==> config.mk <==
export PLATFORM = sky130hd
export DESIGN_NAME = bus_decoder
export DESIGN_NICKNAME = d
export VERILOG_FILES = /design/src/hw/bus_pkg.sv /design/src/hw/bus_decoder.sv
export SDC_FILE = /design/constraint.sdc
export NUM_CORES = 1
export LEC_CHECK = 0
export BUFFER_PORTS_ARGS = -buffer_cell sky130_fd_sc_hd__buf_2
export CORE_ASPECT_RATIO = 2
export CORE_MARGIN = 3
export CORE_UTILIZATION = 26
export DETAILED_ROUTE_END_ITERATION = 10
export GPL_ROUTABILITY_DRIVEN = 0
export PLACE_DENSITY = 0.81
export SYNTH_ARGS = -nofsm -noshare
export SYNTH_HDL_FRONTEND = slang
export SYNTH_SLANG_ARGS = --single-unit
==> constraint.sdc <==
create_clock -name vclk -period 2.95
set_input_delay 0.885 -clock vclk [all_inputs]
set_output_delay 0.885 -clock vclk [all_outputs]
set_load 0.01 [all_outputs]
==> src/hw/bus_pkg.sv <==
/*
  Peripheral bus package
  Address, data and access-size types of the shared bus, plus the
  region map used to steer accesses to the three slaves
*/
package bus_pkg;

  // Byte address and data word of the 32-bit bus
  typedef logic [31:0] addr_t;
  typedef logic [31:0] data_t;

  // Access size: 0 byte, 1 halfword, 2 word
  typedef logic [1:0] size_t;

  // ==========================================================
  // Region map
  // ==========================================================
  localparam addr_t RAM_BASE    = 32'h0000_0000;
  localparam addr_t TIMER_BASE  = 32'h0200_0000;
  localparam addr_t UART_BASE   = 32'h1000_0000;
  // Upper byte picks the region
  localparam addr_t REGION_MASK = 32'hFF00_0000;

  // Read value for addresses that hit no slave
  localparam data_t UNMAPPED_DATA = 32'h0000_0000;

endpackage

==> src/hw/bus_decoder.sv <==
/*
  Bus address decoder
  Selects the RAM, timer or console from the upper address bits, muxes
  the selected slave's response and answers unmapped accesses itself
*/
module bus_decoder #(
  parameter int RAM_WORDS = 256
) (
  input  logic            bus_valid,
  input  bus_pkg::addr_t  bus_addr,
  input  logic            bus_we,
  output logic            bus_ready,
  output bus_pkg::data_t  bus_rdata,
  // Slave selects
  output logic            ram_valid,
  output logic            tmr_valid,
  output logic            uart_valid,
  // Slave responses
  input  logic            ram_ready,
  input  bus_pkg::data_t  ram_rdata,
  input  logic            tmr_ready,
  input  bus_pkg::data_t  tmr_rdata,
  input  logic            uart_ready,
  input  bus_pkg::data_t  uart_rdata
);

  import bus_pkg::*;

  addr_t region;
  logic  ram_hit;
  logic  tmr_hit;
  logic  uart_hit;
  data_t sel_rdata;

  // Region match on the upper byte
  assign region   = bus_addr & REGION_MASK;
  // RAM past its last word is treated as unmapped
  assign ram_hit  = (region == RAM_BASE) && (bus_addr[23:2] < RAM_WORDS);
  assign tmr_hit  = (region == TIMER_BASE);
  assign uart_hit = (region == UART_BASE);

  assign ram_valid  = bus_valid && ram_hit;
  assign tmr_valid  = bus_valid && tmr_hit;
  assign uart_valid = bus_valid && uart_hit;

  always_comb begin
    if (ram_hit) begin
      bus_ready = ram_ready;
      sel_rdata = ram_rdata;
    end else if (tmr_hit) begin
      bus_ready = tmr_ready;
      sel_rdata = tmr_rdata;
    end else if (uart_hit) begin
      bus_ready = uart_ready;
      sel_rdata = uart_rdata;
    end else begin
      // Unmapped: same-cycle answer, writes dropped
      bus_ready = bus_valid;
      sel_rdata = UNMAPPED_DATA;
    end
    // Read data only carries meaning on reads
    bus_rdata = bus_we ? '0 : sel_rdata;
  end

endmodule

### Word-level counts from Yosys, hierarchy flattened

Cells that the tools add are included.
Widths: inputs -> output; s select.

* register bits after elaboration: 0
* bits in latches: 0
* bits in writable memories: 0
* bits in read-only memories: 0
* bits of input ports: 133
* output and inout bits: 36
* memories: 0

* $add $sub $neg: 0
* multiply operators: 0
* divide/modulo/power cells: 0
* magnitude comparators: 1
* equal/unequal tests: 2
* shifts and indexed selects: 0
* multiplexer cells: 7
* bitwise logic cells: 0
* reductions and logical operators: 5

Operators by type and width (count)
* $mux 32: 4
* $logic_not 32->1: 1
* $lt 22x9->1 const B: 1
* $eq 8x2->1 const B: 1
* $eq 8x5->1 const B: 1
* $logic_and 1x1->1: 4
* $mux 1: 3

### Longest topological paths before layout

* depth in word-level cells: 5
* depth in mapped cells: 6
* mapped depth without buffers: 4

### Least setup slack after synthesis

Ideal clock, no wire load.

* kind: input port to output port
* from: input port bus_addr[29]
* to: output port bus_rdata[12]
* arrival time: 2.209 ns
* path slack: -0.144 ns
* stages on the path: 6
* path buffers: 2
* cells stage by stage: or4_4 nor3_4 buf_4 buf_6 nand2_1 a21oi_1

* word-level cells in the longest chain between the ends: 5
* elaborated cells between the ends (all ways): 8

RTL lines
* from (decl): RTL line bus_decoder.sv:10 `input bus_pkg::addr_t bus_addr,`
* $eq 8x5->1: RTL line bus_decoder.sv:40 `assign uart_hit = (region == UART_BASE);`
* $mux 32: RTL line bus_decoder.sv:53 `end else if (uart_hit) begin`
* $mux 32: RTL line bus_decoder.sv:50 `end else if (tmr_hit) begin`
* $mux 32 (*): RTL line bus_decoder.sv:47 `if (ram_hit) begin`
* $mux 32 (*): RTL line bus_decoder.sv:62 `bus_rdata = bus_we ? '0 : sel_rdata;`
* to (decl): RTL line bus_decoder.sv:13 `output bus_pkg::data_t bus_rdata,`

Every way passes the cells marked *; elsewhere a longest branch is shown, timed or not.

### Final worst setup path

* from: input port bus_addr[29]
* to: output port bus_rdata[15]

Same word-level chain as after synthesis.

==> results.toml <==
[outcome]
outcome = "complete, but fails checks"
violations = "setup timing"

[yosys]
synth_nets = 305
synth_top_family_by_area = "compound AO/OA/AOI/OAI gates"
synth.area.mux_share_pct = 1.03
yosys.area_share.simple_pct = 40.9
synthXorXnorAreaFrac_pct = 0
yosysSeqAreaShare_pct = 0
synth_compound_area_share_pct = 47.3
synth_fa_ha_area_share_pct = 0
synth.avg_cell_area_sq_um = 5.67
synth_common_cells = "33 x a21oi_1, 33 x nand2_1, 33 x nand3_1, 32 x a22o_1, 12 x clkbuf_1"
netlist_instances = 172
synth_top_cell_area_share_pct = 28.7
synth_top_area_cell = "a22o_1"
yosysWarnings = 0
syn_area_sq_um = 976
netlist-cell-type-count = 21
ys_top_cells_by_area = "a22o_1 29%, a21oi_1 17%, nand3_1 17%"

[timing]
min_period_ps = 3260
max_slew_margin_pct = 85.1
setup_viol = 36
layout_setup_ws_ps = -310
min_period_over_period_pct = 111
fmax_mhz = 307
tightest_slew_ps = 222
slew_violations = 0
rsz0062_at_grt = "yes"
finalHoldViolations = 0

[routing]
antenna_left = 0
via_count = 1928
routed_via_density = 5.10
wl_um = 4980
drtPass1Iterations = 4
wl_per_cell_um = 13.2
drtIter0Drc = 31
drc = 0

[power]
pwr_density_cell_nw_per_um2 = 80.1
ir_drop_uv = 52.3
finalPower_w = 0.000168
leakage_nw = 1.05

[place]
dp_cells = 378
portBuffers = 159
placed_area_sq_um = 2080
place_hpwl_um = 4120
pre_cts_ws_ps = -339

[setup_path]
critPathCapture = "bus_rdata[15]"
startpoint_type = "input port"
path_class = "in -> out"
path_depth = 8
path_delay_family = "simple AND/OR/NAND/NOR gates"
crit_fanout = 21
endpoint_kind = "primary output"
slowest_delay_ps = 530
crit_slowest_cell = "or4_4"
crit_chain = "buf_6 > or4_4 > nor3_4 > buf_12 > buf_12 > nand3_2 > a21oi_2 > buf_2"
arrival_ps = 2380
cpMostUsedCell = "buf_12"
worst-path-buf-inv = 4
crit_path_start = "bus_addr[29]"
worstPathRequired_ps = 2070

[finish]
nClkBuffers = 0
drive_gt1_share_pct = 64.5
final_cells = 378
fillers = 326
fin_area_sq_um = 2100
antenna_cells = 0
nFlopsAndLatches = 0
areaGrowthSynthToFinish_pct = 115
register_area_sq_um = 0
finalNetCount = 465
final_core_util_pct = 60.1

[floorplan]
initial_utilization_pct = 28.0
fp.dieW_um = 49.3
coreArea_sq_um = 3490
ios = 169
dieArea_sq_um = 4570
num_rows = 30
die_h_um = 92.6

[grt]
antenna_found_initial = 0
grt_max_degree = 36
overflow = 0
first_global_vias = 1824
grt_pass1_wl_um = 7740
grt_use_total_pct = 20.2

[clock_tree]
cts_setup_buffers = 0

[min_path]
hp-class = "in -> out"

[run]
cap_violations = 0
-- layer usage --
metal / vias to the layer above / track usage (%) / share of wire, %
met5: - / 0 / 0
met2: 97 / 43.6 / 56
met4: 0 / 2.61 / 1.5
met3: 6 / 1.77 / 7.8
li1: 963 / - / -
met1: 862 / 19.8 / 35
-- logic make-up (layout without fill, tap and decap cells) --
kind of cell	Yosys count	count (layout)
AND/OR/NAND/NOR	81	81
AO/OA/AOI/OAI	67	67
buffers and inverters	23	181
multiplexers	1	1
-- how the worst min path moves through the flow --
| stage | from | to | cells past startpoint |
|---|---|---|---|
| 3_3_place_gp | ram_ready | bus_ready | 4 |
| 6_report | ram_ready | bus_ready | 4 |
| 5_1_grt | ram_ready | bus_ready | 4 |
| 3_5_place_dp | ram_ready | bus_ready | 4 |
| 4_1_cts | ram_ready | bus_ready | 4 |
| 2_1_floorplan | bus_we | bus_rdata[0] | 1 |
-- cell usage in the layout (no fill, tap or decap), drive strengths merged --
cell type / synthesis / final
o31ai: 1 / 1
nor4: 4 / 4
a22o: 32 / 32
a21oi: 33 / 33
inv: 1 / 1
nand3: 33 / 33
mux2i: 1 / 1
and3: 3 / 3
nor3: 2 / 2
buf: 10 / 180
nor2b: 3 / 3
o2bb2ai: 1 / 1
and4: 1 / 1
and2: 1 / 1
nand2: 33 / 33
or4: 1 / 1
-- what timing repair did --
| action | CTS | global route |
|---|---|---|
| endpoints found under the setup margin | 36 | 36 |
| gates resized for setup | 3 | 1 |
| pin swaps | 1 | 0 |
| hold buffers | 0 | 0 |
-- worst min-delay path: stages --
cell,delay (ps)
buf_2,70
nand3_1,70
o31ai_2,60
buf_2,120
-- power by group --
part	switching, W	total (W)	internal, W	leakage [nW]
clock network	0	0	0	0
registers	0	0	0	0
logic	0.0000673	0.000168	0.000101	1.05
total	0.0000673	0.000168	0.000101	1.05
-- metrics by stage --
step	setup TNS, ps	hold WS [ps]
finish	-9610	2090
global route	-13180	2100
global placement	-9570	2100
detailed placement	-10220	2100
floorplan	-3090	1810
CTS	-9910	2100
-- cell type report --
class,count,area [sq um],share of cell area [%]
Multi-Input combinational cell,149,987,47.0
Inverter,1,3.75,0.179
Timing Repair Buffer,180,1050,49.9
Tap cell,48,60.1,2.86
Power figures use the tool's default switching activity.
