### src/hw/bus_pkg.sv
/*
  Peripheral bus package
  Address, data and access-size types of the shared bus, plus the
  region map used to steer accesses to the three slaves
*/
package bus_pkg;

  // Byte address and data word of the 32-bit bus
  typedef logic [31:0] addr_t;
  typedef logic [31:0] data_t;

  // Access size: 0 byte, 1 halfword, 2 word
  typedef logic [1:0] size_t;

  // ==========================================================
  // Region map
  // ==========================================================
  localparam addr_t RAM_BASE    = 32'h0000_0000;
  localparam addr_t TIMER_BASE  = 32'h0200_0000;
  localparam addr_t UART_BASE   = 32'h1000_0000;
  // Upper byte picks the region
  localparam addr_t REGION_MASK = 32'hFF00_0000;

  // Read value for addresses that hit no slave
  localparam data_t UNMAPPED_DATA = 32'h0000_0000;

endpackage

### src/hw/bus_arbiter.sv
/*
  Bus arbiter
  Round-robin grant of the shared peripheral bus to one of two masters,
  forwarding the owner's request and routing ready and read data back
*/
module bus_arbiter (
  input  logic            clk,
  input  logic            rst,
  // Master 0
  input  logic            m0_req_valid,
  input  bus_pkg::addr_t  m0_req_addr,
  input  bus_pkg::data_t  m0_req_wdata,
  input  logic            m0_req_we,
  input  bus_pkg::size_t  m0_req_size,
  output logic            m0_req_ready,
  output bus_pkg::data_t  m0_req_rdata,
  // Master 1
  input  logic            m1_req_valid,
  input  bus_pkg::addr_t  m1_req_addr,
  input  bus_pkg::data_t  m1_req_wdata,
  input  logic            m1_req_we,
  input  bus_pkg::size_t  m1_req_size,
  output logic            m1_req_ready,
  output bus_pkg::data_t  m1_req_rdata,
  // Shared bus towards the decoder
  output logic            bus_valid,
  output bus_pkg::addr_t  bus_addr,
  output bus_pkg::data_t  bus_wdata,
  output logic            bus_we,
  output bus_pkg::size_t  bus_size,
  input  logic            bus_ready,
  input  bus_pkg::data_t  bus_rdata
);

  typedef enum logic [1:0] {IDLE, OWN_M0, OWN_M1} arb_state_t;

  arb_state_t state;
  // High when m1 held the bus last
  logic       last_m1;
  logic       pick_m1;
  logic       done;

  // m1 wins when alone, or on a tie when m0 was served last
  assign pick_m1 = m1_req_valid && (!m0_req_valid || !last_m1);
  assign done    = bus_valid && bus_ready;

  // ==========================================================
  // Grant FSM
  // ==========================================================
  always_ff @(posedge clk) begin
    if (rst) begin
      state   <= IDLE;
      // Favor m0 on the first tie
      last_m1 <= 1'b1;
    end else begin
      case (state)
        IDLE: begin
          if (pick_m1) begin
            state   <= OWN_M1;
            last_m1 <= 1'b1;
          end else if (m0_req_valid) begin
            state   <= OWN_M0;
            last_m1 <= 1'b0;
          end
        end
        OWN_M0, OWN_M1: begin
          // Grant held until the transfer completes
          if (done) begin
            state <= IDLE;
          end
        end
        default: state <= IDLE;
      endcase
    end
  end

  // Request mux, owner's fields onto the bus
  always_comb begin
    bus_valid = 1'b0;
    bus_addr  = m0_req_addr;
    bus_wdata = m0_req_wdata;
    bus_we    = m0_req_we;
    bus_size  = m0_req_size;
    if (state == OWN_M0) begin
      bus_valid = m0_req_valid;
    end else if (state == OWN_M1) begin
      bus_valid = m1_req_valid;
      bus_addr  = m1_req_addr;
      bus_wdata = m1_req_wdata;
      bus_we    = m1_req_we;
      bus_size  = m1_req_size;
    end
  end

  // Response back to the owner only
  assign m0_req_ready = (state == OWN_M0) && bus_ready;
  assign m1_req_ready = (state == OWN_M1) && bus_ready;
  assign m0_req_rdata = (state == OWN_M0) ? bus_rdata : '0;
  assign m1_req_rdata = (state == OWN_M1) ? bus_rdata : '0;

endmodule

### config.mk
export PLATFORM = sky130hd
export DESIGN_NAME = bus_arbiter
export DESIGN_NICKNAME = d
export VERILOG_FILES = /design/src/hw/bus_pkg.sv /design/src/hw/bus_arbiter.sv
export SDC_FILE = /design/constraint.sdc
export NUM_CORES = 1
export LEC_CHECK = 0
export BUFFER_PORTS_ARGS = -buffer_cell sky130_fd_sc_hd__buf_2
export CORE_AREA = 4 4 115 117
export CTS_CLUSTER_DIAMETER = 50
export DETAILED_ROUTE_END_ITERATION = 16
export DIE_AREA = 0 0 119 121
export PLACE_DENSITY = 0.52
export SKIP_CTS_REPAIR_TIMING = 1
export SLEW_MARGIN = 20
export SYNTH_ARGS = -nofsm -noshare
export SYNTH_HDL_FRONTEND = slang
export SYNTH_SLANG_ARGS = --single-unit
### constraint.sdc
create_clock -name clk -period 5.1 [get_ports clk]
set_clock_uncertainty 0.05 [all_clocks]
set_input_delay 1.02 -clock clk [delete_from_list [all_inputs] [get_ports clk]]
set_output_delay 1.02 -clock clk [all_outputs]
set_load 0.1 [all_outputs]
## Word level (Yosys, flattened, before mapping)

Cells that the tools add are included.

- Input bits: 171
- Output and inout bits: 134
- Flip-flop bits (word level): 3
- Logic and storage cells: 36

- Eq/ne operators: 4
- Mux-type cells: 18
- Reduce and logical (&&, ||, !) cells: 12

Operator list:

| kind | count |
|---|---|
| $mux W32 | 6 |
| $mux W2 | 5 |
| $mux W1 | 6 |
| $logic_and A1 B1 Y1 | 4 |
| $pmux W2 S2 | 1 |
| $reduce_and A2 Y1 | 2 |
| $ne A3 B3 Y1 const B | 1 |
| $eq A2 B1 Y1 const B | 1 |
| $eq A2 B2 Y1 const B | 1 |
| $logic_not A1 Y1 | 2 |
| $logic_not A2 Y1 | 1 |
| $ne A2 B2 Y1 const B | 1 |
| $reduce_bool A2 Y1 | 1 |
| $reduce_or A2 Y1 | 1 |
| $logic_or A1 B1 Y1 | 1 |

## Logic depth before layout (Yosys ltp)

- Word-level depth: 6
- Gate-level depth with buffers: 6
- Depth with buffers taken out: 6

## Worst setup path after synthesis

No wires, ideal clock.

- Path kind: input to output
- Start: input bus_rdata[10]
- End: output m0_req_rdata[10]
- Stages: 1
- Arrival: 1757 ps
- Data required time: 4030 ps
- Setup slack: 2273 ps
- Cell sequence: and2_1

- Word-level cells in the longest chain between the ends: 1

RTL lines:

| item | RTL line | source |
|---|---|---|
| start: declaration | bus_arbiter.sv:32 | `input bus_pkg::data_t bus_rdata` |
| $mux W32 | bus_arbiter.sv:98 | `assign m0_req_rdata = (state == OWN_M0) ? bus_rdata : '0;` |
| end: declaration | bus_arbiter.sv:16 | `output bus_pkg::data_t m0_req_rdata,` |

Every way passes these cells.

## Worst setup path in the final report

- Start: register state[0]
- End: output bus_wdata[3]

- Word-level cells in the longest chain between the ends: 3
- Elaborated cells between the ends (all ways): 4

RTL lines:

| item | RTL line | source |
|---|---|---|
| start: declaration | bus_arbiter.sv:37 | `arb_state_t state;` |
| start signal: assignment | bus_arbiter.sv:52 | `state <= IDLE;` |
| start signal: assignment | bus_arbiter.sv:59 | `state <= OWN_M1;` |
| start signal: assignment | bus_arbiter.sv:62 | `state <= OWN_M0;` |
| $eq A2 B2 Y1 | bus_arbiter.sv:86 | `end else if (state == OWN_M1) begin` |
| $mux W32 | bus_arbiter.sv:86 |  |
| $mux W32 (*) | bus_arbiter.sv:84 | `if (state == OWN_M0) begin` |
| end: declaration | bus_arbiter.sv:28 | `output bus_pkg::data_t bus_wdata,` |

Mark *: on every way between the ends. The rest lies on a longest branch, timed or not.

==> run_results.csv <==
group,metric,value,unit
status,outcome,"finished clean",
setup_path,critical_path.endpoint_type,"primary output",
clocking,cts_tree,"yes",
detailed_routing,routed_length_per_instance,13.61,µm
detailed_routing,antenna_violating_nets_post_route,0,
place,finalWeightedCongestion,0.8533,
final_layout,antenna_cells,0,
clocking,cts-buffers-inserted,3,
detailed_routing,postRouteWirelength,8740,µm
synthesis,synth-seq-cells,3,
place,numPortBuffers,304,
clocking,max-clock-path-buffers,2,
clocking,cts.root.buffer_cell,"sky130_fd_sc_hd__clkbuf_16",
final_layout,num-nets-final,645,
sta,max-slew-margin-rel,66.36,%
setup_path,crit_path_start_kind,"register",
detailed_routing,number_of_drc_markers_in_iteration_0,37,
floorplanning,core.rowCount,41,
pwr,ir_worst_vdd,0.3048,mV
setup_path,timing.setup.critical_path_class,"register to primary output",
final_layout,fin_area,0.003359,mm²
synthesis,postSynthAreaPerCell,9.449,µm²
setup_path,crit_arrival,2.57,ns
grt,grt_ovf,0,
pwr,pwr_density_cell,765.5,mW/mm²
sta,report.final.setup_viol,0,
synthesis,syn-instance-count,172,
synthesis,synth_fp_nets,346,
final_layout,layout-area-overhead-vs-synth,106.7,%
grt,first_global_vias,2405,
final_layout,layout.filler_cells,1327,
floorplanning,die_span_in_y,121,µm
synthesis,mappedNetlistArea,0.001625,mm²
sta,final_max_slew_viol_count,0,
pwr,power.static_leakage,0.001994,µW
clocking,clock_sinks,3,
worst_hold_path,worst_hold_path_type,"register to register",
clocking,clk-insertion-delay-late,0.22,ns
floorplanning,starting_density_of_the_core,13.15,%
detailed_routing,drt_pass1_iterations,4,
clocking,cts_htree_levels,1,
grt,grt_util_all_layers,10.59,%
synthesis,yosys_warnings,0,
synthesis,synth-seq-area-share,3.695,%
sta,final_hold_viol_count,0,
place,place_area,0.003281,mm²
clocking,worst_setup_hold_path_clk_slew,0.03,ns
detailed_routing,post_drt_via_cell_ratio,3.757,
detailed_routing,post-route-drc-count,0,
detailed_routing,dr_total_vias,2412,
floorplanning,die_width,119,µm
sta,timing_worst_slew_pin_value,0.5081,ns
sta,final_setup_tns,0,ns
sta,finalCriticalPeriod,3.637,ns
grt,antenna_found_initial,2,
place,pre_cts_slack,1.682,ns
grt,global_route_wire_length_before_repair,12500,µm
sta,fin_worst_hold_slack,0.5125,ns
final_layout,drive_gt1_share,81.49,%
sta,final.setup.worst_slack,1.463,ns
floorplanning,floorplan.io_pins,305,
sta,achievable-frequency,275.0,MHz
floorplanning,die_area,0.01440,mm²
run,drv_cap,0,
floorplanning,design.core.area,0.01236,mm²
synthesis,netlist-cell-type-count,25,
grt,pin_count_of_the_biggest_net_entering_global_routing,59,
setup_path,cp_data_required_time,4.03,ns
sta,setup_repair_after_global_routing_missed_its_margin,"false",
place,hpwl,7888,µm
sta,post-route-period-util,71.31,%
setup_path,critical_path.max_fanout,58,
[power by group]
group / internal [µW] / switching [µW]
clock network: 103 / 20.8
registers: 32.5 / 5.41
logic: 452 / 1960
[flip-flops by register name, indices dropped and copies added, names as in the netlist]
register / count
last_m1: 1
state: 2
[cells by family after synthesis]
family                   count (synthesis)  share of synthesized area [%]
buffers and inverters                   16                          7.852
flip-flops                               3                          3.695
multiplexers                            67                          53.35
adder cells (fa/ha/maj)                  3                          2.310
AND/OR/NAND/NOR                         78                          30.25
AO/OA/AOI/OAI                            5                          2.540
[layer usage]
| layer | vias up | track usage, % | share of wire, % |
|---|---|---|---|
| met5 | - | 0 | 0.23 |
| met4 | 2 | 0.6517 | 0.092 |
| met3 | 4 | 2.890 | 10 |
| met2 | 176 | 19.60 | 50 |
| met1 | 1048 | 12.74 | 39 |
| li1 | 1182 | - | - |
[path summary, 6_finish.rpt]
| check | startpoint | to | slack [ns] | cells past startpoint |
|---|---|---|---|---|
| worst max-delay path | state[0] | bus_wdata[3] | 1.46 | 7 |
| worst min-delay path | last_m1 | state[1] | 0.51 | 2 |
| worst max register to register | state[1] | state[1] | 3.37 | 7 |
| worst min register to register | last_m1 | state[1] | 0.51 | 2 |
[worst max-delay path, cell delays in order, from the launching register on]
cell                      delay, ns
sky130_fd_sc_hd__dfxtp_1       0.30
sky130_fd_sc_hd__inv_1         0.10
sky130_fd_sc_hd__ha_1          0.15
sky130_fd_sc_hd__buf_4         0.27
sky130_fd_sc_hd__nor2b_4       0.40
sky130_fd_sc_hd__buf_12        0.34
sky130_fd_sc_hd__mux2_2        0.40
sky130_fd_sc_hd__buf_2         0.29
[layout make-up]
type,instances,area (µm²),area share [%]
repair buffers,307,1556,46.33
multi-input cells,153,1438,42.79
well taps,172,215.2,6.406
clock buffers,4,78.83,2.346
flip-flops and latches,3,60.06,1.788
inverters,3,11.26,0.3352
[cells in the final DEF (no fill, tap or decap)]
cell type                     n
sky130_fd_sc_hd__and2_2       3
sky130_fd_sc_hd__a32o_1       1
sky130_fd_sc_hd__or2_2        1
sky130_fd_sc_hd__inv_1        3
sky130_fd_sc_hd__nand3b_1     1
sky130_fd_sc_hd__nor2_1       2
sky130_fd_sc_hd__nand2b_1     1
sky130_fd_sc_hd__mux2_4      30
sky130_fd_sc_hd__a32o_2       1
sky130_fd_sc_hd__buf_2      304
sky130_fd_sc_hd__and4b_1      1
sky130_fd_sc_hd__o311ai_0     1
sky130_fd_sc_hd__clkbuf_1     1
sky130_fd_sc_hd__or2b_1       1
sky130_fd_sc_hd__a31oi_1      1
sky130_fd_sc_hd__nor2b_4      1
sky130_fd_sc_hd__and2_1      63
sky130_fd_sc_hd__dfxtp_1      3
sky130_fd_sc_hd__mux2_2      37
sky130_fd_sc_hd__clkbuf_16    3
sky130_fd_sc_hd__buf_4        2
sky130_fd_sc_hd__a21oi_1      1
sky130_fd_sc_hd__nand3_1      1
sky130_fd_sc_hd__buf_12       1
sky130_fd_sc_hd__ha_1         3
sky130_fd_sc_hd__nand2_1      3
[metrics by stage]
stage,power (µW),utilization (%),instances
after floorplan,2167,-,172
after global placement,2450,26.54,638
after detailed placement,2457,26.54,638
after CTS,2589,27.17,642
after global routing,2648,27.17,642
final,2572,27.17,642
[Yosys cell counts, drive strengths merged]
cell type,n,area [µm²]
nor2,2,7.510
or2,1,6.260
a32o,2,21.27
and2,66,416.7
nor2b,1,13.76
inv,3,11.26
dfxtp,3,60.06
o311ai,1,8.760
a31oi,1,6.260
nand3b,1,7.510
nand3,1,5.000
and4b,1,10.01
clkbuf,6,22.52
buf,7,93.84
a21oi,1,5.000
nand2,3,11.26
nand2b,1,6.260
or2b,1,7.510
ha,3,37.54
mux2,67,867.1
Power figures use the tool's default switching activity.
