**src/hw/bus_pkg.sv**
```systemverilog
/*
  Peripheral bus package
  Address, data and access-size types of the shared bus, plus the
  region map used to steer accesses to the three slaves
*/
package bus_pkg;

  // Byte address and data word of the 32-bit bus
  typedef logic [31:0] addr_t;
  typedef logic [31:0] data_t;

  // Access size: 0 byte, 1 halfword, 2 word
  typedef logic [1:0] size_t;

  // ==========================================================
  // Region map
  // ==========================================================
  localparam addr_t RAM_BASE    = 32'h0000_0000;
  localparam addr_t TIMER_BASE  = 32'h0200_0000;
  localparam addr_t UART_BASE   = 32'h1000_0000;
  // Upper byte picks the region
  localparam addr_t REGION_MASK = 32'hFF00_0000;

  // Read value for addresses that hit no slave
  localparam data_t UNMAPPED_DATA = 32'h0000_0000;

endpackage

```
**src/hw/periph_pkg.sv**
```systemverilog
/*
  Peripheral register package
  Register offsets of the timer and the console, status bit positions
  and the serial byte type
*/
package periph_pkg;

  // Serial data byte
  typedef logic [7:0] byte_t;
  // Register offset within a region
  typedef logic [7:0] ofs_t;

  // Console registers
  localparam ofs_t UART_DATA_OFS = 8'h00;
  localparam ofs_t UART_STAT_OFS = 8'h04;
  localparam ofs_t UART_IE_OFS   = 8'h08;

  // Console status bit positions
  localparam int STAT_RX_VALID = 0;
  localparam int STAT_TX_FULL  = 1;
  localparam int STAT_TX_EMPTY = 2;

  // Timer registers
  localparam ofs_t TIMER_MTIME_OFS    = 8'h00;
  localparam ofs_t TIMER_MTIMECMP_OFS = 8'h04;
  localparam ofs_t TIMER_MSIP_OFS     = 8'h08;

endpackage

```
**src/hw/uart_console.sv**
```systemverilog
/*
  Console port
  Transmit FIFO drained by tx_valid/tx_ready, single-byte receive
  holding register, status and interrupt-enable registers
*/
module uart_console #(
  parameter int TX_FIFO_DEPTH = 4
) (
  input  logic               clk,
  input  logic               rst,
  input  logic               uart_valid,
  input  bus_pkg::addr_t     bus_addr,
  input  bus_pkg::data_t     bus_wdata,
  input  logic               bus_we,
  output logic               uart_ready,
  output bus_pkg::data_t     uart_rdata,
  // Serial side
  output logic               tx_valid,
  output periph_pkg::byte_t  tx_data,
  input  logic               tx_ready,
  input  logic               rx_valid,
  input  periph_pkg::byte_t  rx_data,
  output logic               rx_ready,
  output logic               uart_irq
);

  import bus_pkg::*;
  import periph_pkg::*;

  localparam int PTR_W = (TX_FIFO_DEPTH > 1) ? $clog2(TX_FIFO_DEPTH) : 1;
  localparam int CNT_W = $clog2(TX_FIFO_DEPTH + 1);

  byte_t            tx_mem [TX_FIFO_DEPTH];
  logic [PTR_W-1:0] wr_ptr;
  logic [PTR_W-1:0] rd_ptr;
  logic [CNT_W-1:0] tx_count;
  logic             tx_full;
  logic             tx_empty;
  logic             tx_push;
  logic             tx_pop;
  byte_t            rx_hold;
  logic             rx_full;
  logic             irq_en;
  ofs_t             ofs;
  logic             data_wr;
  logic             data_rd;

  assign ofs     = bus_addr[7:0];
  assign data_wr = uart_valid && bus_we && (ofs == UART_DATA_OFS);
  assign data_rd = uart_valid && !bus_we && (ofs == UART_DATA_OFS);

  // Stall a data write while the FIFO is full
  assign uart_ready = uart_valid && !(data_wr && tx_full);

  // ==========================================================
  // Transmit FIFO
  // ==========================================================
  assign tx_full  = (tx_count == CNT_W'(TX_FIFO_DEPTH));
  assign tx_empty = (tx_count == '0);
  assign tx_push  = data_wr && !tx_full;
  assign tx_pop   = tx_valid && tx_ready;
  assign tx_valid = !tx_empty;
  assign tx_data  = tx_mem[rd_ptr];

  always_ff @(posedge clk) begin
    if (tx_push) begin
      tx_mem[wr_ptr] <= bus_wdata[7:0];
    end
  end

  always_ff @(posedge clk) begin
    if (rst) begin
      wr_ptr   <= '0;
      rd_ptr   <= '0;
      tx_count <= '0;
    end else begin
      if (tx_push) begin
        wr_ptr <= (wr_ptr == PTR_W'(TX_FIFO_DEPTH - 1)) ? '0 : wr_ptr + 1'b1;
      end
      if (tx_pop) begin
        rd_ptr <= (rd_ptr == PTR_W'(TX_FIFO_DEPTH - 1)) ? '0 : rd_ptr + 1'b1;
      end
      // Count tracks push and pop in the same cycle
      if (tx_push && !tx_pop) begin
        tx_count <= tx_count + 1'b1;
      end else if (tx_pop && !tx_push) begin
        tx_count <= tx_count - 1'b1;
      end
    end
  end

  // ==========================================================
  // Receive holding register and interrupt enable
  // ==========================================================
  assign rx_ready = !rx_full;
  assign uart_irq = rx_full && irq_en;

  always_ff @(posedge clk) begin
    if (rx_valid && rx_ready) begin
      rx_hold <= rx_data;
    end
  end

  always_ff @(posedge clk) begin
    if (rst) begin
      rx_full <= 1'b0;
      irq_en  <= 1'b0;
    end else begin
      if (rx_valid && rx_ready) begin
        rx_full <= 1'b1;
      end else if (data_rd) begin
        // Reading the data register frees the holding register
        rx_full <= 1'b0;
      end
      if (uart_valid && bus_we && (ofs == UART_IE_OFS)) begin
        irq_en <= bus_wdata[0];
      end
    end
  end

  // Read mux
  always_comb begin
    uart_rdata = '0;
    case (ofs)
      UART_DATA_OFS: begin
        if (rx_full) begin
          uart_rdata[7:0] = rx_hold;
        end
      end
      UART_STAT_OFS: begin
        uart_rdata[STAT_RX_VALID] = rx_full;
        uart_rdata[STAT_TX_FULL]  = tx_full;
        uart_rdata[STAT_TX_EMPTY] = tx_empty;
      end
      UART_IE_OFS: uart_rdata[0] = irq_en;
      default:     uart_rdata = '0;
    endcase
  end

endmodule

```
**config.mk**
```make
export PLATFORM = sky130hd
export DESIGN_NAME = uart_console
export DESIGN_NICKNAME = d
export VERILOG_FILES = /design/src/hw/bus_pkg.sv /design/src/hw/periph_pkg.sv /design/src/hw/uart_console.sv
export SDC_FILE = /design/constraint.sdc
export NUM_CORES = 1
export LEC_CHECK = 0
export ABC_AREA = 1
export BUFFER_PORTS_ARGS = -buffer_cell sky130_fd_sc_hd__buf_2
export CORE_ASPECT_RATIO = 1.2
export CORE_MARGIN = 2
export CORE_UTILIZATION = 49
export CTS_BUF_LIST = sky130_fd_sc_hd__clkbuf_16
export CTS_CLUSTER_SIZE = 12
export DETAILED_ROUTE_END_ITERATION = 10
export GPL_TIMING_DRIVEN = 1
export PLACE_DENSITY = 0.85
export SETUP_SLACK_MARGIN = 0.05
export SLEW_MARGIN = 15
export SYNTH_ARGS = -nofsm -noshare
export SYNTH_HDL_FRONTEND = slang
export SYNTH_SLANG_ARGS = --single-unit
```
**constraint.sdc**
```tcl
create_clock -name clk -period 3.9 [get_ports clk]
set_input_delay 0.78 -clock clk [delete_from_list [all_inputs] [get_ports clk]]
set_output_delay 0.78 -clock clk [all_outputs]
set_load 0.005 [all_outputs]
```
# Yosys cells after proc, flatten, opt, wreduce, memory -nomap -nowiden
# Memory sizes are Yosys's and may differ from the RTL's. A register that Yosys moved wholly into a read port is not among the register bits.
# Cells that the tools add are included.
[op_classes]
addsub = 4
n_mul = 0
div_mod_pow = 0
magnitude_cmp = 0
eq_ne = 5
n_shift = 0
n_mux = 14
n_bitwise = 0
reduce_logical = 24
[op_table]
columns = ["operator", "count"]
rows = [
  ["1-bit logical AND", 13],
  ["8-bit by 3-bit equality test with 1-bit output, second input constant", 1],
  ["8-bit by 4-bit equality test with 1-bit output, second input constant", 1],
  ["8-bit zero test", 1],
  ["2-bit 2-to-1 mux", 4],
  ["8-bit 2-to-1 mux", 1],
  ["1-bit zero test", 7],
  ["3-bit 2-to-1 mux", 2],
  ["5-bit 2-to-1 mux", 1],
  ["2-bit by 1-bit adder with 2-bit output, second input constant", 2],
  ["2-bit equality test, second input constant", 2],
  ["1-bit 2-to-1 mux", 4],
  ["2-bit one-hot mux with 2 select lines", 1],
  ["2-bit nonzero test", 2],
  ["3-bit by 1-bit adder with 3-bit output, second input constant", 1],
  ["3-bit equality test, second input constant", 1],
  ["3-bit zero test", 1],
  ["1-bit one-hot mux with 3 select lines", 1],
  ["3-bit by 1-bit subtractor with 3-bit output, second input constant", 1],
]
[word_totals]
regBits = 17
latchBits = 0
ram_bits = 32
romBits = 0
input_bits = 78
out_inout_bits = 44
elab_cells = 54
n_memories = 1
[memory_table]
columns = ["memory", "words", "word_bits", "rd", "rd_ports_with_merged_regs", "wr", "line_no", "rtl"]
rows = [
  ["tx_mem", 4, 8, 1, 1, 1, "uart_console.sv:33", "byte_t tx_mem [TX_FIFO_DEPTH];"],
]

# Longest topological paths before layout
[depth]
word_depth = 7
depth_mapped = 13
mapped_depth_nobuf = 13

# Worst setup path after synthesis
# Ideal clock, no wire load.
[synth_path]
path_kind = "input-to-reg"
startpoint = "input port bus_addr[1]"
endpoint = "register tx_count[2]"
setup_time_ps = 70
t_arrival_ps = 2250
t_required_ps = 3830
setup_slack_ps = 1581
path_stages = 13
n_path_buf = 0
path_cell_list = "nor2_1 -> nand2_2 -> nor2_8 -> nand3_4 -> inv_1 -> ha_1 -> inv_1 -> fa_1 -> nor2_1 -> nor2_1 -> nand2_1 -> o21ai_0 -> a21oi_1"
[synth_via]
elab_chain_len = 6
word_cells_on_any_way = 8
classes_between = "mux: 1; reduce/logical: 7"
[synth_rtl]
columns = ["item", "line_no", "rtl"]
rows = [
  ["start, declared", "uart_console.sv:12", "input bus_pkg::addr_t bus_addr,"],
  ["8-bit zero test (*)", "uart_console.sv:49", "assign data_wr = uart_valid && bus_we && (ofs == UART_DATA_OFS);"],
  ["1-bit logical AND (*)", "uart_console.sv:49", ""],
  ["1-bit logical AND (*)", "uart_console.sv:60", "assign tx_push = data_wr && !tx_full;"],
  ["named net tx_push", "uart_console.sv:39", "logic tx_push;"],
  ["1-bit zero test", "uart_console.sv:86", "end else if (tx_pop && !tx_push) begin"],
  ["1-bit logical AND", "uart_console.sv:86", ""],
  ["2-bit nonzero test (no source line)", "-", ""],
  ["end signal, assigned", "uart_console.sv:85", "tx_count <= tx_count + 1'b1;"],
  ["end signal, assigned", "uart_console.sv:87", "tx_count <= tx_count - 1'b1;"],
  ["end, declared", "uart_console.sv:36", "logic [CNT_W-1:0] tx_count;"],
]
# Mark *: on every way through the listed nets, which the timed path passes. The rest lies on a longest branch.
# A chain may end at the register's enable or synchronous reset.

==> metrics.csv <==
metric,value,unit
Final HPWL DP,2730,µm
"area leader, netlist",edfxtp_1,
Worst EP required,3120,ps
chip height,80.84,µm
first-pass GRT wire length,5906,µm
leakage,1.256,nW
Via density,4.582,
TritonCTS buffer count,5,
HP Start,tx_count[2],
number of synthesis warnings,0,
Max-Cap Viols,0,
I/O Buffers,49,
Fmax achieved,392.3,MHz
io pins,122,
Worst setup SP type,register,
Worst-path clk slew,60,ps
Min-Delay Path Class,register to register,
GRT overflow,0,
final setup margin,1351,ps
outcome,"complete, no violations",
worst-path maximum fanout,17,
Internal,961.0,µW
CP Capture Type,output port,
drt initial violations,79,
Synth cell types,24,
R2R setup slack,1920,ps
CTS root buf,clkbuf_16,
register area share after synthesis,0.5895,
Die Width,68.04,µm
RSZ-0062 raised after global routing,false,
share of layout cells above drive strength 1,0.2215,
cell count after synthesis,236,
Main synth FF type,edfxtp_1,
Synth Cell Area,2411,µm²
part of the cycle the worst path needs,0.6536,
std cell rows,27,
gp weighted congestion,0.7216,
post_cts resized,0,
Tot Pwr,1.336,mW
hold_buf cts,0,
Psw,375.2,µW
Pre-Repair DR Iteration Count,4,
via count,1590,
Slew Limit Headroom,0.4783,
hold path depth,2,
Clk pwr share,0.319,
Reg2Reg Depth,12,
average cell area after synthesis,10.22,µm²
Setup Viol. Count Final,0,
DR WL/cell,10.88,µm
FF-to-FF End,tx_count[2],
final hold vios,0,
DRT antenna net count,0,
Gate power share,0.192,
WL final,3774,µm
initial core utilization,0.5172,
CORE AREA,4662,µm²
Power Dens Cells,482.1,nW/µm²
worst-margin pin slew,779.7,ps
nets@finish,373,
number of enable flip-flop cells after synthesis,40,
antenna fix cells,0,
setup bufs post-CTS,0,
Post-synth top cells,"edfxtp_1, nor2_1, inv_1",
initial antenna violation count,0,
CTS tree,yes,
Clock Latency Late Sink,290,ps
Crit Path Class,register to output port,
min cycle time layout,2549,ps
fillers,400,
"FFs w/ async S/R, synth",0,
switching share of total power,0.2808,
reg2reg start,tx_count[0],
largest net degree at the start of global routing,18,
Final Skew,4.689,ps
Layout area overhead,14.95,%
setup TNS,0,ps
number of global-route vias before repair,1349,
CTS Sinks,51,
H-tree levels,2,
"FF+latch count, synth",51,
Pins Over Slew Limit,0,
cell area after layout,2771,µm²
"Endpoint, Worst Hold",tx_count[2],
pre-CTS setup slack,1272,ps
Post-route DRC,0,
"IR drop worst, VDD",0.3879,mV
Max clock buf depth,2,
"top cells by area, synth","edfxtp_1, dfxtp_1, buf_4",
post-synth top area share,0.4982,
"Cell Area, Placed",2621,µm²
Seq pwr share,0.489,
CP arrival,1770,ps
die area,5500,µm²
total global-route track usage,0.1472,
==> how the worst max path moves through the flow <==
stage	start	end	slack [ps]	depth (start not counted)
5_1_grt	register	tx_data[2]	1170	4
2_1_floorplan	bus_addr[1]	tx_count[2]	1580	13
3_3_place_gp	bus_addr[1]	tx_count[2]	1340	14
6_report	register	tx_data[2]	1350	4
3_5_place_dp	bus_addr[1]	tx_count[2]	1270	14
4_1_cts	register	tx_data[2]	1340	4
==> placed cells by master (no fill, tap or decap), drive strengths merged <==
cell | netlist | final
o21ai | 23 | 23
nand3 | 10 | 10
buf | 26 | 49
nor4 | 1 | 1
nand4 | 3 | 3
clkinv | 0 | 2
edfxtp | 40 | 40
fa | 1 | 1
clkinvlp | 0 | 1
a21oi | 4 | 4
ha | 6 | 6
o22ai | 8 | 8
conb | 1 | 24
dfxtp | 11 | 11
nor2 | 43 | 43
clkbuf | 1 | 5
nor3 | 1 | 1
inv | 35 | 35
nand2 | 22 | 22
==> power groups by stage <==
stage                     clock network (mW)  logic [mW]  registers (mW)
after floorplan                            0       0.190           0.647
after global placement                     0       0.248           0.665
after detailed placement                   0       0.258           0.666
after CTS                              0.432       0.259           0.654
after global routing                   0.448       0.297           0.660
final                                  0.427       0.256           0.653
==> stage by stage <==
stage	instances	hold slack, ps	util
after floorplan	259	459.1	-
after global placement	339	471.1	0.5623
after detailed placement	339	487.0	0.5623
after CTS	347	497.8	0.5945
after global routing	347	532.3	0.5945
final	347	499.1	0.5945
==> worst max-delay path, cell delays in order (launching register included) <==
cell and delay, ps:
dfxtp_1 630, inv_1 350, o21ai_0 270, o22ai_1 100, buf_2 130
==> sequential cells by signal (all words and copies together) (netlist names), named ones only <==
| name | flops |
|---|---|
| irq_en | 1 |
| rd_ptr | 2 |
| rx_full | 1 |
| rx_hold | 8 |
| tx_count | 3 |
| tx_mem | 32 |
| wr_ptr | 2 |
==> area by class of cell <==
cell class | instances | area [µm²] | area share
Clock buffer | 5 | 125.1 | 0.04515
Clock inverter | 3 | 25.02 | 0.009029
Inverter | 35 | 131.4 | 0.04740
Multi-Input combinational cell | 146 | 750.7 | 0.2709
Sequential cell | 51 | 1421 | 0.5129
Tap cell | 58 | 72.57 | 0.02619
Timing Repair Buffer | 49 | 245.2 | 0.08849
==> layer usage <==
| metal | up-vias | share of wire | track usage | wire [µm] |
|---|---|---|---|---|
| met5 | - | 0 | 0 | 0 |
| met4 | 0 | 0.019 | 0.06800 | 72 |
| met3 | 6 | 0.068 | 0.03740 | 257 |
| met2 | 67 | 0.47 | 0.2524 | 1791 |
| met1 | 682 | 0.44 | 0.1699 | 1653 |
| li1 | 835 | - | - | - |
==> cells by family after synthesis <==
group	count (synthesis)	share of synthesized area
and+or+nand+nor	80	0.1578
buffers and inverters	62	0.1349
DFF	51	0.5895
AOI/OAI and AO/OA	35	0.07680
adders and majority gates	7	0.03944
other	1	0.001555
Note: power is estimated with default switching activity, not from simulation.
