<file path="config.mk">
export PLATFORM = sky130hd
export DESIGN_NAME = clint_timer
export DESIGN_NICKNAME = d
export VERILOG_FILES = /design/src/hw/bus_pkg.sv /design/src/hw/periph_pkg.sv /design/src/hw/clint_timer.sv
export SDC_FILE = /design/constraint.sdc
export NUM_CORES = 1
export LEC_CHECK = 0
export BUFFER_PORTS_ARGS = -buffer_cell sky130_fd_sc_hd__buf_2
export CORE_MARGIN = 5
export CORE_UTILIZATION = 52
export DETAILED_ROUTE_END_ITERATION = 6
export GPL_ROUTABILITY_DRIVEN = 0
export PLACE_DENSITY = 0.78
export SLEW_MARGIN = 20
export SYNTH_ARGS = -nofsm -noshare
export SYNTH_HDL_FRONTEND = slang
export SYNTH_SLANG_ARGS = --single-unit
</file>
<file path="constraint.sdc">
create_clock -name clk -period 2.9 [get_ports clk]
set_input_delay 0.435 -clock clk [delete_from_list [all_inputs] [get_ports clk]]
set_output_delay 0.435 -clock clk [all_outputs]
set_load 0.05 [all_outputs]
</file>
<file path="src/hw/bus_pkg.sv">
/*
  Peripheral bus package
  Address, data and access-size types of the shared bus, plus the
  region map used to steer accesses to the three slaves
*/
package bus_pkg;

  // Byte address and data word of the 32-bit bus
  typedef logic [31:0] addr_t;
  typedef logic [31:0] data_t;

  // Access size: 0 byte, 1 halfword, 2 word
  typedef logic [1:0] size_t;

  // ==========================================================
  // Region map
  // ==========================================================
  localparam addr_t RAM_BASE    = 32'h0000_0000;
  localparam addr_t TIMER_BASE  = 32'h0200_0000;
  localparam addr_t UART_BASE   = 32'h1000_0000;
  // Upper byte picks the region
  localparam addr_t REGION_MASK = 32'hFF00_0000;

  // Read value for addresses that hit no slave
  localparam data_t UNMAPPED_DATA = 32'h0000_0000;

endpackage

</file>
<file path="src/hw/periph_pkg.sv">
/*
  Peripheral register package
  Register offsets of the timer and the console, status bit positions
  and the serial byte type
*/
package periph_pkg;

  // Serial data byte
  typedef logic [7:0] byte_t;
  // Register offset within a region
  typedef logic [7:0] ofs_t;

  // Console registers
  localparam ofs_t UART_DATA_OFS = 8'h00;
  localparam ofs_t UART_STAT_OFS = 8'h04;
  localparam ofs_t UART_IE_OFS   = 8'h08;

  // Console status bit positions
  localparam int STAT_RX_VALID = 0;
  localparam int STAT_TX_FULL  = 1;
  localparam int STAT_TX_EMPTY = 2;

  // Timer registers
  localparam ofs_t TIMER_MTIME_OFS    = 8'h00;
  localparam ofs_t TIMER_MTIMECMP_OFS = 8'h04;
  localparam ofs_t TIMER_MSIP_OFS     = 8'h08;

endpackage

</file>
<file path="src/hw/clint_timer.sv">
/*
  Core-local timer
  Free-running mtime with a writable compare register raising mtip,
  and a software interrupt bit driving msip
*/
module clint_timer (
  input  logic            clk,
  input  logic            rst,
  input  logic            tmr_valid,
  input  bus_pkg::addr_t  bus_addr,
  input  bus_pkg::data_t  bus_wdata,
  input  logic            bus_we,
  output logic            tmr_ready,
  output bus_pkg::data_t  tmr_rdata,
  output logic            mtip,
  output logic            msip
);

  import bus_pkg::*;
  import periph_pkg::*;

  data_t mtime;
  data_t mtimecmp;
  logic  msip_bit;
  ofs_t  ofs;
  logic  wr_en;

  assign ofs   = bus_addr[7:0];
  assign wr_en = tmr_valid && bus_we;
  // Register access always completes in one cycle
  assign tmr_ready = tmr_valid;

  // ==========================================================
  // Registers
  // ==========================================================
  always_ff @(posedge clk) begin
    if (rst) begin
      mtime <= '0;
    end else if (wr_en && (ofs == TIMER_MTIME_OFS)) begin
      mtime <= bus_wdata;
    end else begin
      mtime <= mtime + 1'b1;
    end
  end

  always_ff @(posedge clk) begin
    if (rst) begin
      // All ones keeps mtip quiet after reset
      mtimecmp <= '1;
      msip_bit <= 1'b0;
    end else if (wr_en) begin
      if (ofs == TIMER_MTIMECMP_OFS) begin
        mtimecmp <= bus_wdata;
      end
      if (ofs == TIMER_MSIP_OFS) begin
        msip_bit <= bus_wdata[0];
      end
    end
  end

  // Unsigned compare, registered
  always_ff @(posedge clk) begin
    if (rst) begin
      mtip <= 1'b0;
    end else begin
      mtip <= (mtime >= mtimecmp);
    end
  end

  assign msip = msip_bit;

  // Read mux
  always_comb begin
    case (ofs)
      TIMER_MTIME_OFS:    tmr_rdata = mtime;
      TIMER_MTIMECMP_OFS: tmr_rdata = mtimecmp;
      TIMER_MSIP_OFS:     tmr_rdata = {{31{1'b0}}, msip_bit};
      default:            tmr_rdata = '0;
    endcase
  end

endmodule

</file>
; ---- After elaboration in Yosys (flattened, before gate mapping)
; Index checks and enable logic that the tools add are counted.
[classes]
add_sub_neg = 1
magnitude_cmp = 1
n_eq_ne = 2
mux = 2
n_reduce_logical = 5
[op_table]
columns = op, n
row1 = 32-bit case mux with 3 select lines, 1
row2 = 32-bit by 1-bit adder with 32-bit output (second input constant), 1
row3 = 32-bit greater-or-equal comparator, 1
row4 = 32-bit two-way mux, 1
row5 = 8-bit by 3-bit equality test with 1-bit output (second input constant), 1
row6 = 8-bit by 4-bit equality test with 1-bit output (second input constant), 1
row7 = 8-bit logical NOT, 1
row8 = 2-bit AND reduction, 2
row9 = 1-bit logical AND, 2
[word_totals]
ff_bits = 66
input_bits = 68
out_inout_bits = 35
wordCells = 15

; ---- Longest topological paths before layout
; Gate-level depths: netlist (run 1).
[depth]
depth_word = 3
depth_mapped = 8
depth_no_buf = 7

; ---- Worst setup path before layout (run 1)
; Ideal clock, no wire load.
[synth_path]
path_type = input to output
from = in bus_addr[5]
to = out tmr_rdata[10]
arrival_ps = 1995
setup_slack_ps = 470
cell_stages = 5
n_path_buf = 2
cell_sequence = nor4_1 and4b_1 clkbuf_1 clkbuf_1 a22o_1
[synth_between]
elab_chain_cells = 2
[synth_rtl]
columns = element, line
row1 = start: declaration, clint_timer.sv:10  ; input bus_pkg::addr_t bus_addr,
row2 = 8-bit by 4-bit equality test with 1-bit output (tied with other cells), clint_timer.sv:74  ; case (ofs)
row3 = 32-bit case mux with 3 select lines *, clint_timer.sv:74
row4 = end: declaration, clint_timer.sv:14  ; output bus_pkg::data_t tmr_rdata,
; Every way passes the cells marked *; elsewhere a longest branch is shown, timed or not.

; ---- Worst setup path in the final report (run 1)
[layout_path]
from = in bus_addr[5]
to = out tmr_rdata[31]
; Same word-level chain as after synthesis.

==> out/qor.yml, run 1 <==
path_cells: "buf_2 > nor4_1 > and4b_1 > buf_12 > a22o_1 > buf_2"
drive_gt1_share_pct: 19.0
synth_compound_area_share_pct: 17.6
drt-vias-per-instance: 5.70
maxSlewViolCount: 0
yosys_warnings: 0
vias: 3856
crit_required_ns: 2.47
finalCritPeriodShare_pct: 84.3
min_path_type: "in -> reg"
dr.pass1.iters: 4
syn-cell-area_mm2: 0.00410
async_reset_ff_share_pct: 0
num_antenna_cells: 0
clock_skew_ns: 0.0115
hold_buffers: 0
area_delta_synth_final_pct: 16.5
stdcell_area_mm2: 0.00478
synth-xor-area-share_pct: 4.91
cts_num_sinks: 66
place_area_mm2: 0.00457
yosys.area_share.simple_pct: 28.0
pre_cts_ws_ns: 0.455
cp.arrival_ns: 2.01
tritoncts: "built"
fmax_mhz: 409
p_leak_uw: 0.00246
ys.flop_type: "dfxtp_1"
seq_power_share_pct: 50.7
power.switching_uw: 421
synth_edf_count: 0
seq_area_frac_synth_pct: 32.2
overflow: 0
synthCells: 505
comb_power_share_pct: 5.1
fin_crit_ns: 2.44
cts.clk_slew.worst_paths_ns: 0.08
cts_max_level: 3
finalWorstSetupSlack_ns: 0.456
rsz0062_at_grt: "false"
nets: 670
synthDistinctLibCells: 45
synth_mux_area_share_pct: 0.733
ant_nets: 0
synth_top_family_by_area: "simple AND/OR/NAND/NOR gates"
intPower_uw: 1390
finalSetupViolations: 0
crit_type: "in -> out"
peakVddDrop_v: 0.000247
std_cell_rows: 32
dieArea_mm2: 0.00976
grt_pass1_wl_um: 17800
cpMostUsedCell: "buf_2"
cpPeakStageDelay_ns: 0.46
postSynthAreaPerCell_um2: 8.12
worstPathMaxFanout: 33
crit_slowest_cell: "nor4_1"
synth_nets: 606
clock_latency_ns: 0.35
numCtsBuffers: 9
worst_setup_path_end_kind: "output pin"
ys_ff_latch: 66
first_iter_violations: 204
synth-adder-area-share_pct: 10.1
ctsLongestPathBuffers: 2
cellPowerDensity_mw_per_mm2: 380
route.detailed.drc: 0
grtUsageTotal_pct: 21.9
grt_max_degree: 64
place_hpwl_um: 7080
dp.cells: 660
fin_hold_ws_ns: 0.303
wl_um: 10500
cp-start-kind: "input port"
die_h_um: 98.8
finalHoldViolCount: 0
wl_per_cell_um: 15.5
status: "completed"
cts_root_buf: "clkbuf_8"
fin_tns_setup_ns: 0
fin_cells: 676
grt_antenna_before_repair: 0
max-cap-violations: 0
io_pins: 103
portBuffers: 78
relSlewSlack_pct: 56.2
switching_share_pct: 23.2
worst_pin_slew_ns: 0.658
post_cts_buffers: 0
dieWidth_um: 98.8
clockPowerShare_pct: 44.2
core_mm2: 0.00769
initial_utilization_pct: 53.3
grt_pass1_vias: 3794
cts_resized: 0
[synthesized netlist by cell type (all sizes together), types with 4 or more instances]
master	count	share of area, %
a211oi	25	4.6
a21oi	10	1.2
a22o	31	6.6
a311oi	7	1.5
and3	8	1.3
and4	4	0.92
clkbuf	29	2.7
dfxtp	66	32
ha	33	10
inv	37	3.4
nand2	80	7.3
nand3	19	2.9
nand3b	32	5.9
nand4	6	1.3
nor2	40	3.7
nor4	9	1.4
o21ai	6	0.73
o31ai	5	0.92
or3	4	0.61
or4	5	1.0
xnor2	20	4.3
[logic make-up after synthesis]
logic type      after synthesis
compound gates               94
simple gates                217
buf+inv                      69
xor+xnor                     23
fa+ha+maj                    33
flops                        66
mux                           3
[layer usage]
metal  vias up  track usage (%)  routed length, µm
met4         0             7.77                166
met3        16             3.54                575
met2        95             36.8               5030
li1       1923                -                  -
met5         -                0                  0
met1      1822             28.3               4700
[final timing paths]
path,start,endpoint,slack (ns),cells past startpoint
min reg2reg,mtimecmp[22],mtimecmp[22],0.49,2
min,bus_wdata[27],mtimecmp[27],0.30,3
max,bus_addr[5],tmr_rdata[31],0.46,6
max reg2reg,mtime[2],mtime[31],0.52,5
[cell type report]
cell class,count,area (µm²)
fill,692,2910
multi-input combinational,370,2520
sequential,66,1320
timing repair buffer,85,468
clock buffer,11,151
inverter,37,139
tap,102,128
clock inverter,5,52.6
[sequential cells by signal, summed over array words and instances (netlist names)]
name and count:
mtip 1, msip 1, mtime 32, mtimecmp 32
[power groups by stage]
stage,sequential (µW),combinational (µW),clock [µW]
6_report,920,92.6,801
5_1_grt,920,101,865
4_1_cts,919,92.4,814
3_5_place_dp,940,91.9,0
3_3_place_gp,940,90.1,0
2_1_floorplan,938,44.5,0
[critical path: cells and delay by family]
family / cells / cell delay, ns
simple gates: 2 / 0.78
buf+inv: 3 / 0.59
compound gates: 1 / 0.20
[placed cells by master (no fill, tap or decap), drive strengths merged, types with 8 or more instances in the layout]
master | netlist | layout
nor2 | 40 | 40
inv | 37 | 37
a22o | 31 | 31
a21oi | 10 | 10
a211oi | 25 | 25
and3 | 8 | 8
nor4 | 9 | 9
xnor2 | 20 | 20
buf | 3 | 85
dfxtp | 66 | 66
nand2 | 80 | 80
clkbuf | 29 | 11
nand3 | 19 | 19
nand3b | 32 | 32
ha | 33 | 33
[stage by stage]
stage / utilization, % / power (µW)
6_report: 62.1 / 1810
5_1_grt: 62.1 / 1890
4_1_cts: 62.1 / 1830
3_5_place_dp: 59.5 / 1030
3_3_place_gp: 59.5 / 1030
2_1_floorplan: - / 982
Note: power is estimated with default switching activity, not from simulation.
==> run 2, diff against run 1 <==
==> constraint.sdc (replaced) <==
create_clock -name clk -period 2.5 [get_ports clk]
set_input_delay 0.375 -clock clk [delete_from_list [all_inputs] [get_ports clk]]
set_output_delay 0.375 -clock clk [all_outputs]
set_load 0.05 [all_outputs]
==> run 2 against run 1 <==
Non-clock buffer count rose by 9. Largest power group unchanged. Critical path depth did not move. Hold slack worse by 0.041 ns. Die area did not move. Sequential share of layout area shrank 0.44 points. Worst setup slack lost 0.34 ns. Flip-flop and latch count stayed put. Clock skew is 0.0013 ns lower. Via count up 1.9%. Routed wire length rose by 1.0%.
==> out/qor.yml, run 2 (synthesized netlist as in run 1, its figures left out) <==
status: "completed"
min_path_type: "in -> reg"
whs_endpoint: "mtimecmp[22]"
area_delta_synth_final_pct: 18.4
relSlewSlack_pct: 55.4  # -0.72 points
hold_buffers: 0  # unchanged
tritoncts: "built"
fin_hold_ws_ns: 0.262  # -0.0413 ns
final_cell_mix: "nand2_1, buf_2, dfxtp_1"
dieArea_mm2: 0.00976  # unchanged
finalWorstSetupSlack_ns: 0.117  # -0.340 ns
p_leak_uw: 0.00251  # +2.0%
ff2ff_path_depth: 5  # unchanged
cp-start-kind: "input port"
fin_crit_ns: 2.38
cts.clk_slew.worst_paths_ns: 0.07  # about the same
largestRegisters: "mtime (32), mtimecmp (32)"
clock_skew_ns: 0.0103  # -0.00129 ns
grt_pass1_wl_um: 17900  # +0.58%
cts_resized: 0  # unchanged
final_common_cell: "nand2_1"
max-cap-violations: 0  # unchanged
finalCritPeriodShare_pct: 95.3
std_cell_rows: 32  # unchanged
drt-vias-per-instance: 5.74  # +0.55%
cts_max_level: 3  # unchanged
hold_start: "bus_wdata[22]"
power.total_uw: 2060  # +14%
maxSlewViolCount: 0  # unchanged
grtUsageTotal_pct: 22.0  # +0.099 points
crit_slowest_cell: "nor4_1"
r2r-start: "mtime[7]"
r2r_end: "mtime[31]"
crit_type: "in -> out"
initial_utilization_pct: 53.3  # unchanged
path_buf_inv: 3  # unchanged
finalHoldViolCount: 0  # unchanged
cts_root_buf: "clkbuf_8"
whs_path_depth: 3  # unchanged
grt_pass1_vias: 3828  # +0.90%
first_iter_violations: 248  # +22%
ctsLongestPathBuffers: 2  # unchanged
wl_um: 10600  # +1.0%
post_cts_buffers: 0  # unchanged
dieWidth_um: 98.8  # unchanged
numCtsBuffers: 9  # unchanged
portBuffers: 78  # unchanged
ant_nets: 0  # unchanged
fmax_mhz: 420
cts_num_sinks: 66  # unchanged
nets: 679  # +1.3%
fin_cells: 685  # +1.3%
grt_antenna_before_repair: 0  # unchanged
peakVddDrop_v: 0.000216  # -13%
cellPowerDensity_mw_per_mm2: 424  # +12%
worst_pin_slew_ns: 0.669  # +0.0109 ns
crit_family: "simple AND/OR/NAND/NOR gates"
drive_gt1_share_pct: 20.1  # +1.1 points
crit_required_ns: 2.12  # -0.35 ns
rsz0062_at_grt: "false"
cp.arrival_ns: 2.01  # about the same
cpPeakStageDelay_ns: 0.50  # +0.04 ns
fin_tns_setup_ns: 0  # unchanged
core_mm2: 0.00769  # unchanged
vias: 3929  # +1.9%
clock_latency_ns: 0.33  # -0.02 ns
num_antenna_cells: 0  # unchanged
worstPathMaxFanout: 33  # unchanged
io_pins: 103  # unchanged
rrSetupSlack_ns: 0.17  # -0.35 ns
die_h_um: 98.8  # unchanged
route.detailed.drc: 0  # unchanged
dr.pass1.iters: 4  # unchanged
overflow: 0  # unchanged
grt_max_degree: 64  # unchanged
dp.cells: 669  # +1.4%
path_cells: "buf_2 > nor4_1 > and4b_1 > buf_12 > a22o_1 > buf_2"
cpMostUsedCell: "buf_2"
finalSetupViolations: 0  # unchanged
place_hpwl_um: 7240  # +2.3%
wl_per_cell_um: 15.4  # -0.31%
worst_setup_path_end_kind: "output pin"
pre_cts_ws_ns: 0.132  # -0.323 ns
crit_start: "bus_addr[5]"
-- run 2: cell count changes in the layout (fill, tap and decap cells not counted) --
cell and delta:
buf_12 +1, buf_4 +8, bufinv_16 -1, clkbuf_1 +1, clkbuf_8 +3, clkinv_2 -2, clkinvlp_4 -1
-- run 2: power by group --
part | switching [µW] | internal, µW | total [µW]
Sequential | 8.18 | 1060 | 1060
Clock | 387 | 495 | 882
Combinational | 61.5 | 51.4 | 113
-- run 2: metrics by stage --
step	instance area (µm²)	utilization [%]
global placement	4650	60.5
CTS	4850	63.2
detailed placement	4650	60.5
global route	4850	63.2
floorplan	4100	-
finish	4850	63.2
-- run 2: area by class of cell --
| type | instances | area (µm²) |
|---|---|---|
| Fill cell | 716 | 2830 |
| Multi-Input combinational cell | 370 | 2520 |
| Sequential cell | 66 | 1320 |
| Timing Repair Buffer | 94 | 548 |
| Clock buffer | 15 | 196 |
| Inverter | 37 | 139 |
| Tap cell | 102 | 128 |
| Clock inverter | 1 | 5.00 |
-- run 2: layer usage --
layer / GRT usage (%) / routed length [µm]
met3: 3.61 / 579
met4: 8.19 / 189
met1: 29.3 / 4860
met5: 0 / 0
met2: 35.7 / 4950
-- run 2: worst register-to-register path, stage by stage, from the launching register on --
cell,delay (ns)
dfxtp_1,0.45
and4_4,0.30
nand3_4,0.13
or3_1,0.55
or4_1,0.53
a311oi_1,0.28
-- run 2: worst max path at each step --
stage,slack [ns],cells past startpoint,endpoint
after CTS,0.12,6,tmr_rdata[16]
after detailed placement,0.13,6,tmr_rdata[16]
after global routing,0.01,5,mtime[31]
after global placement,0.21,6,tmr_rdata[16]
final,0.12,6,tmr_rdata[16]
after floorplan,0.19,5,tmr_rdata[10]
==> run 3, diff against run 2 <==
==> constraint.sdc (replaced) <==
create_clock -name clk -period 2.5 [get_ports clk]
set_input_delay 0.375 -clock clk [delete_from_list [all_inputs] [get_ports clk]]
set_output_delay 0.375 -clock clk [all_outputs]
set_load 0.005 [all_outputs]
==> run 3 against run 2 <==
Global-route usage down 0.19 points. Critical path type is now reg -> reg. Die area unchanged. Clock-buffer cell count down 2. Sequential power about the same. Routed wire length up 0.73%. Power down 0.72%.
==> out/qor.yml, run 3 (synthesized netlist as in run 1, its figures left out) <==
fin_crit_ns: 2.32  # -0.0656 ns
die_h_um: 98.8  # unchanged
cts_resized: 0  # unchanged
wl_met1_um: 4630  # -4.7%
route.detailed.drc: 0  # unchanged
finalWorstSetupSlack_ns: 0.182  # +0.0656 ns
finalSetupViolations: 0  # unchanged
dieWidth_um: 98.8  # unchanged
min_path_type: "in -> reg"
fin_cells: 681  # -0.58%
overflow: 0  # unchanged
area_delta_synth_final_pct: 17.5
relSlewSlack_pct: 56.6  # +1.2 points
cts.clk_slew.worst_paths_ns: 0.07  # about the same
highest_layer: "met4"
cts_num_sinks: 66  # unchanged
crit_type: "reg -> reg"
numCtsBuffers: 9  # unchanged
cts_max_level: 3  # unchanged
status: "completed"
nets: 676  # -0.44%
std_cell_rows: 32  # unchanged
fin_tns_setup_ns: 0  # unchanged
grt_antenna_before_repair: 0  # unchanged
worst_pin_slew_ns: 0.651  # -0.0178 ns
post_cts_buffers: 0  # unchanged
p_leak_uw: 0.00248  # -1.3%
cts_root_buf: "clkbuf_8"
peakVddDrop_v: 0.000285  # +32%
dieArea_mm2: 0.00976  # unchanged
grt_pass1_wl_um: 17600  # -1.3%
drt-vias-per-instance: 5.69  # -0.74%
vias: 3877  # -1.3%
hold_buffers: 0  # unchanged
grt_pass1_vias: 3763  # -1.7%
clock_skew_ns: 0.0129  # +0.00264 ns
num_antenna_cells: 0  # unchanged
place_area_mm2: 0.00463  # -0.48%
maxSlewViolCount: 0  # unchanged
final_common_cell: "nand2_1"
wl_met2_um: 5160  # +4.4%
finalHoldViolCount: 0  # unchanged
dr_wl_met3_um: 731  # +26%
clock_latency_ns: 0.34  # about the same
final_cell_mix: "nand2_1, buf_2, dfxtp_1"
rsz0062_at_grt: "false"
cellPowerDensity_mw_per_mm2: 425  # about the same
portBuffers: 78  # unchanged
io_pins: 103  # unchanged
tritoncts: "built"
cp-start-kind: "flop"
place_hpwl_um: 7280  # +0.51%
crit_required_ns: 2.74  # +0.62 ns
wl_per_cell_um: 15.6  # +1.3%
drive_gt1_share_pct: 19.2  # -0.90 points
dp.cells: 666  # -0.45%
dr.pass1.iters: 4  # unchanged
ctsLongestPathBuffers: 2  # unchanged
pre_cts_ws_ns: 0.166  # +0.0340 ns
core_mm2: 0.00769  # unchanged
grt_max_degree: 64  # unchanged
worstPathMaxFanout: 10  # -70%
grtUsageTotal_pct: 21.8  # -0.19 points
largestRegisters: "mtime (32), mtimecmp (32)"
ant_nets: 0  # unchanged
max-cap-violations: 0  # unchanged
initial_utilization_pct: 53.3  # unchanged
wl_um: 10700  # +0.73%
stdcell_area_mm2: 0.00482  # -0.77%
finalCritPeriodShare_pct: 92.7  # -2.6 points
worst_setup_path_end_kind: "flop"
fmax_mhz: 431  # +2.8%
first_iter_violations: 267  # +7.7%
cp.arrival_ns: 2.56  # +0.55 ns
-- run 3: cell types whose count changed in the layout (fill, tap and decap cells not counted) --
cell,change
clkbuf_8,-4
buf_4,-3
clkbuf_1,+2
bufinv_16,+1
clkinv_2,-1
clkinvlp_4,+1
-- run 3: report_power, final --
part           leakage [µW]  total (µW)  internal, µW  switching [µW]
logic               0.00186         101          50.1            50.7
registers          0.000533        1070          1060            9.48
clock network     0.0000897         878           484             394
-- run 3: critical path, cell delays in order (launching register included) --
cell and delay [ns]:
dfxtp_1 0.45, and3_2 0.25, nand3_4 0.14, or3_1 0.58, or4_1 0.51, a311oi_1 0.28
-- run 3: worst paths after layout --
path	from	end	slack (ns)	cells past startpoint
min	bus_wdata[14]	mtimecmp[14]	0.26	3
max reg2reg	mtime[11]	mtime[31]	0.18	5
min reg2reg	mtimecmp[5]	mtimecmp[5]	0.49	2
max	mtime[11]	mtime[31]	0.18	5
-- run 3: through the flow --
| stage | hold WS, ns | power (µW) | utilization [%] |
|---|---|---|---|
| 6_report | 0.258 | 2050 | 62.7 |
| 5_1_grt | 0.258 | 2130 | 62.7 |
| 4_1_cts | 0.247 | 2060 | 62.7 |
| 3_5_place_dp | 0.479 | 1190 | 60.2 |
| 3_3_place_gp | 0.470 | 1190 | 60.2 |
| 2_1_floorplan | 0.460 | 1130 | - |
-- run 3: cell type report --
class	instances	area, µm²
tap	102	128
multi-input combinational	370	2520
clock buffer	13	149
sequential	66	1320
inverter	37	139
fill	691	2870
timing repair buffer	91	526
clock inverter	2	37.5
-- run 3: layer usage --
metal  vias to the layer above  GRT usage, %
met1                      1798          28.6
met2                       127          36.8
met5                         -             0
met3                        10          3.68
li1                       1942             -
met4                         0          6.20
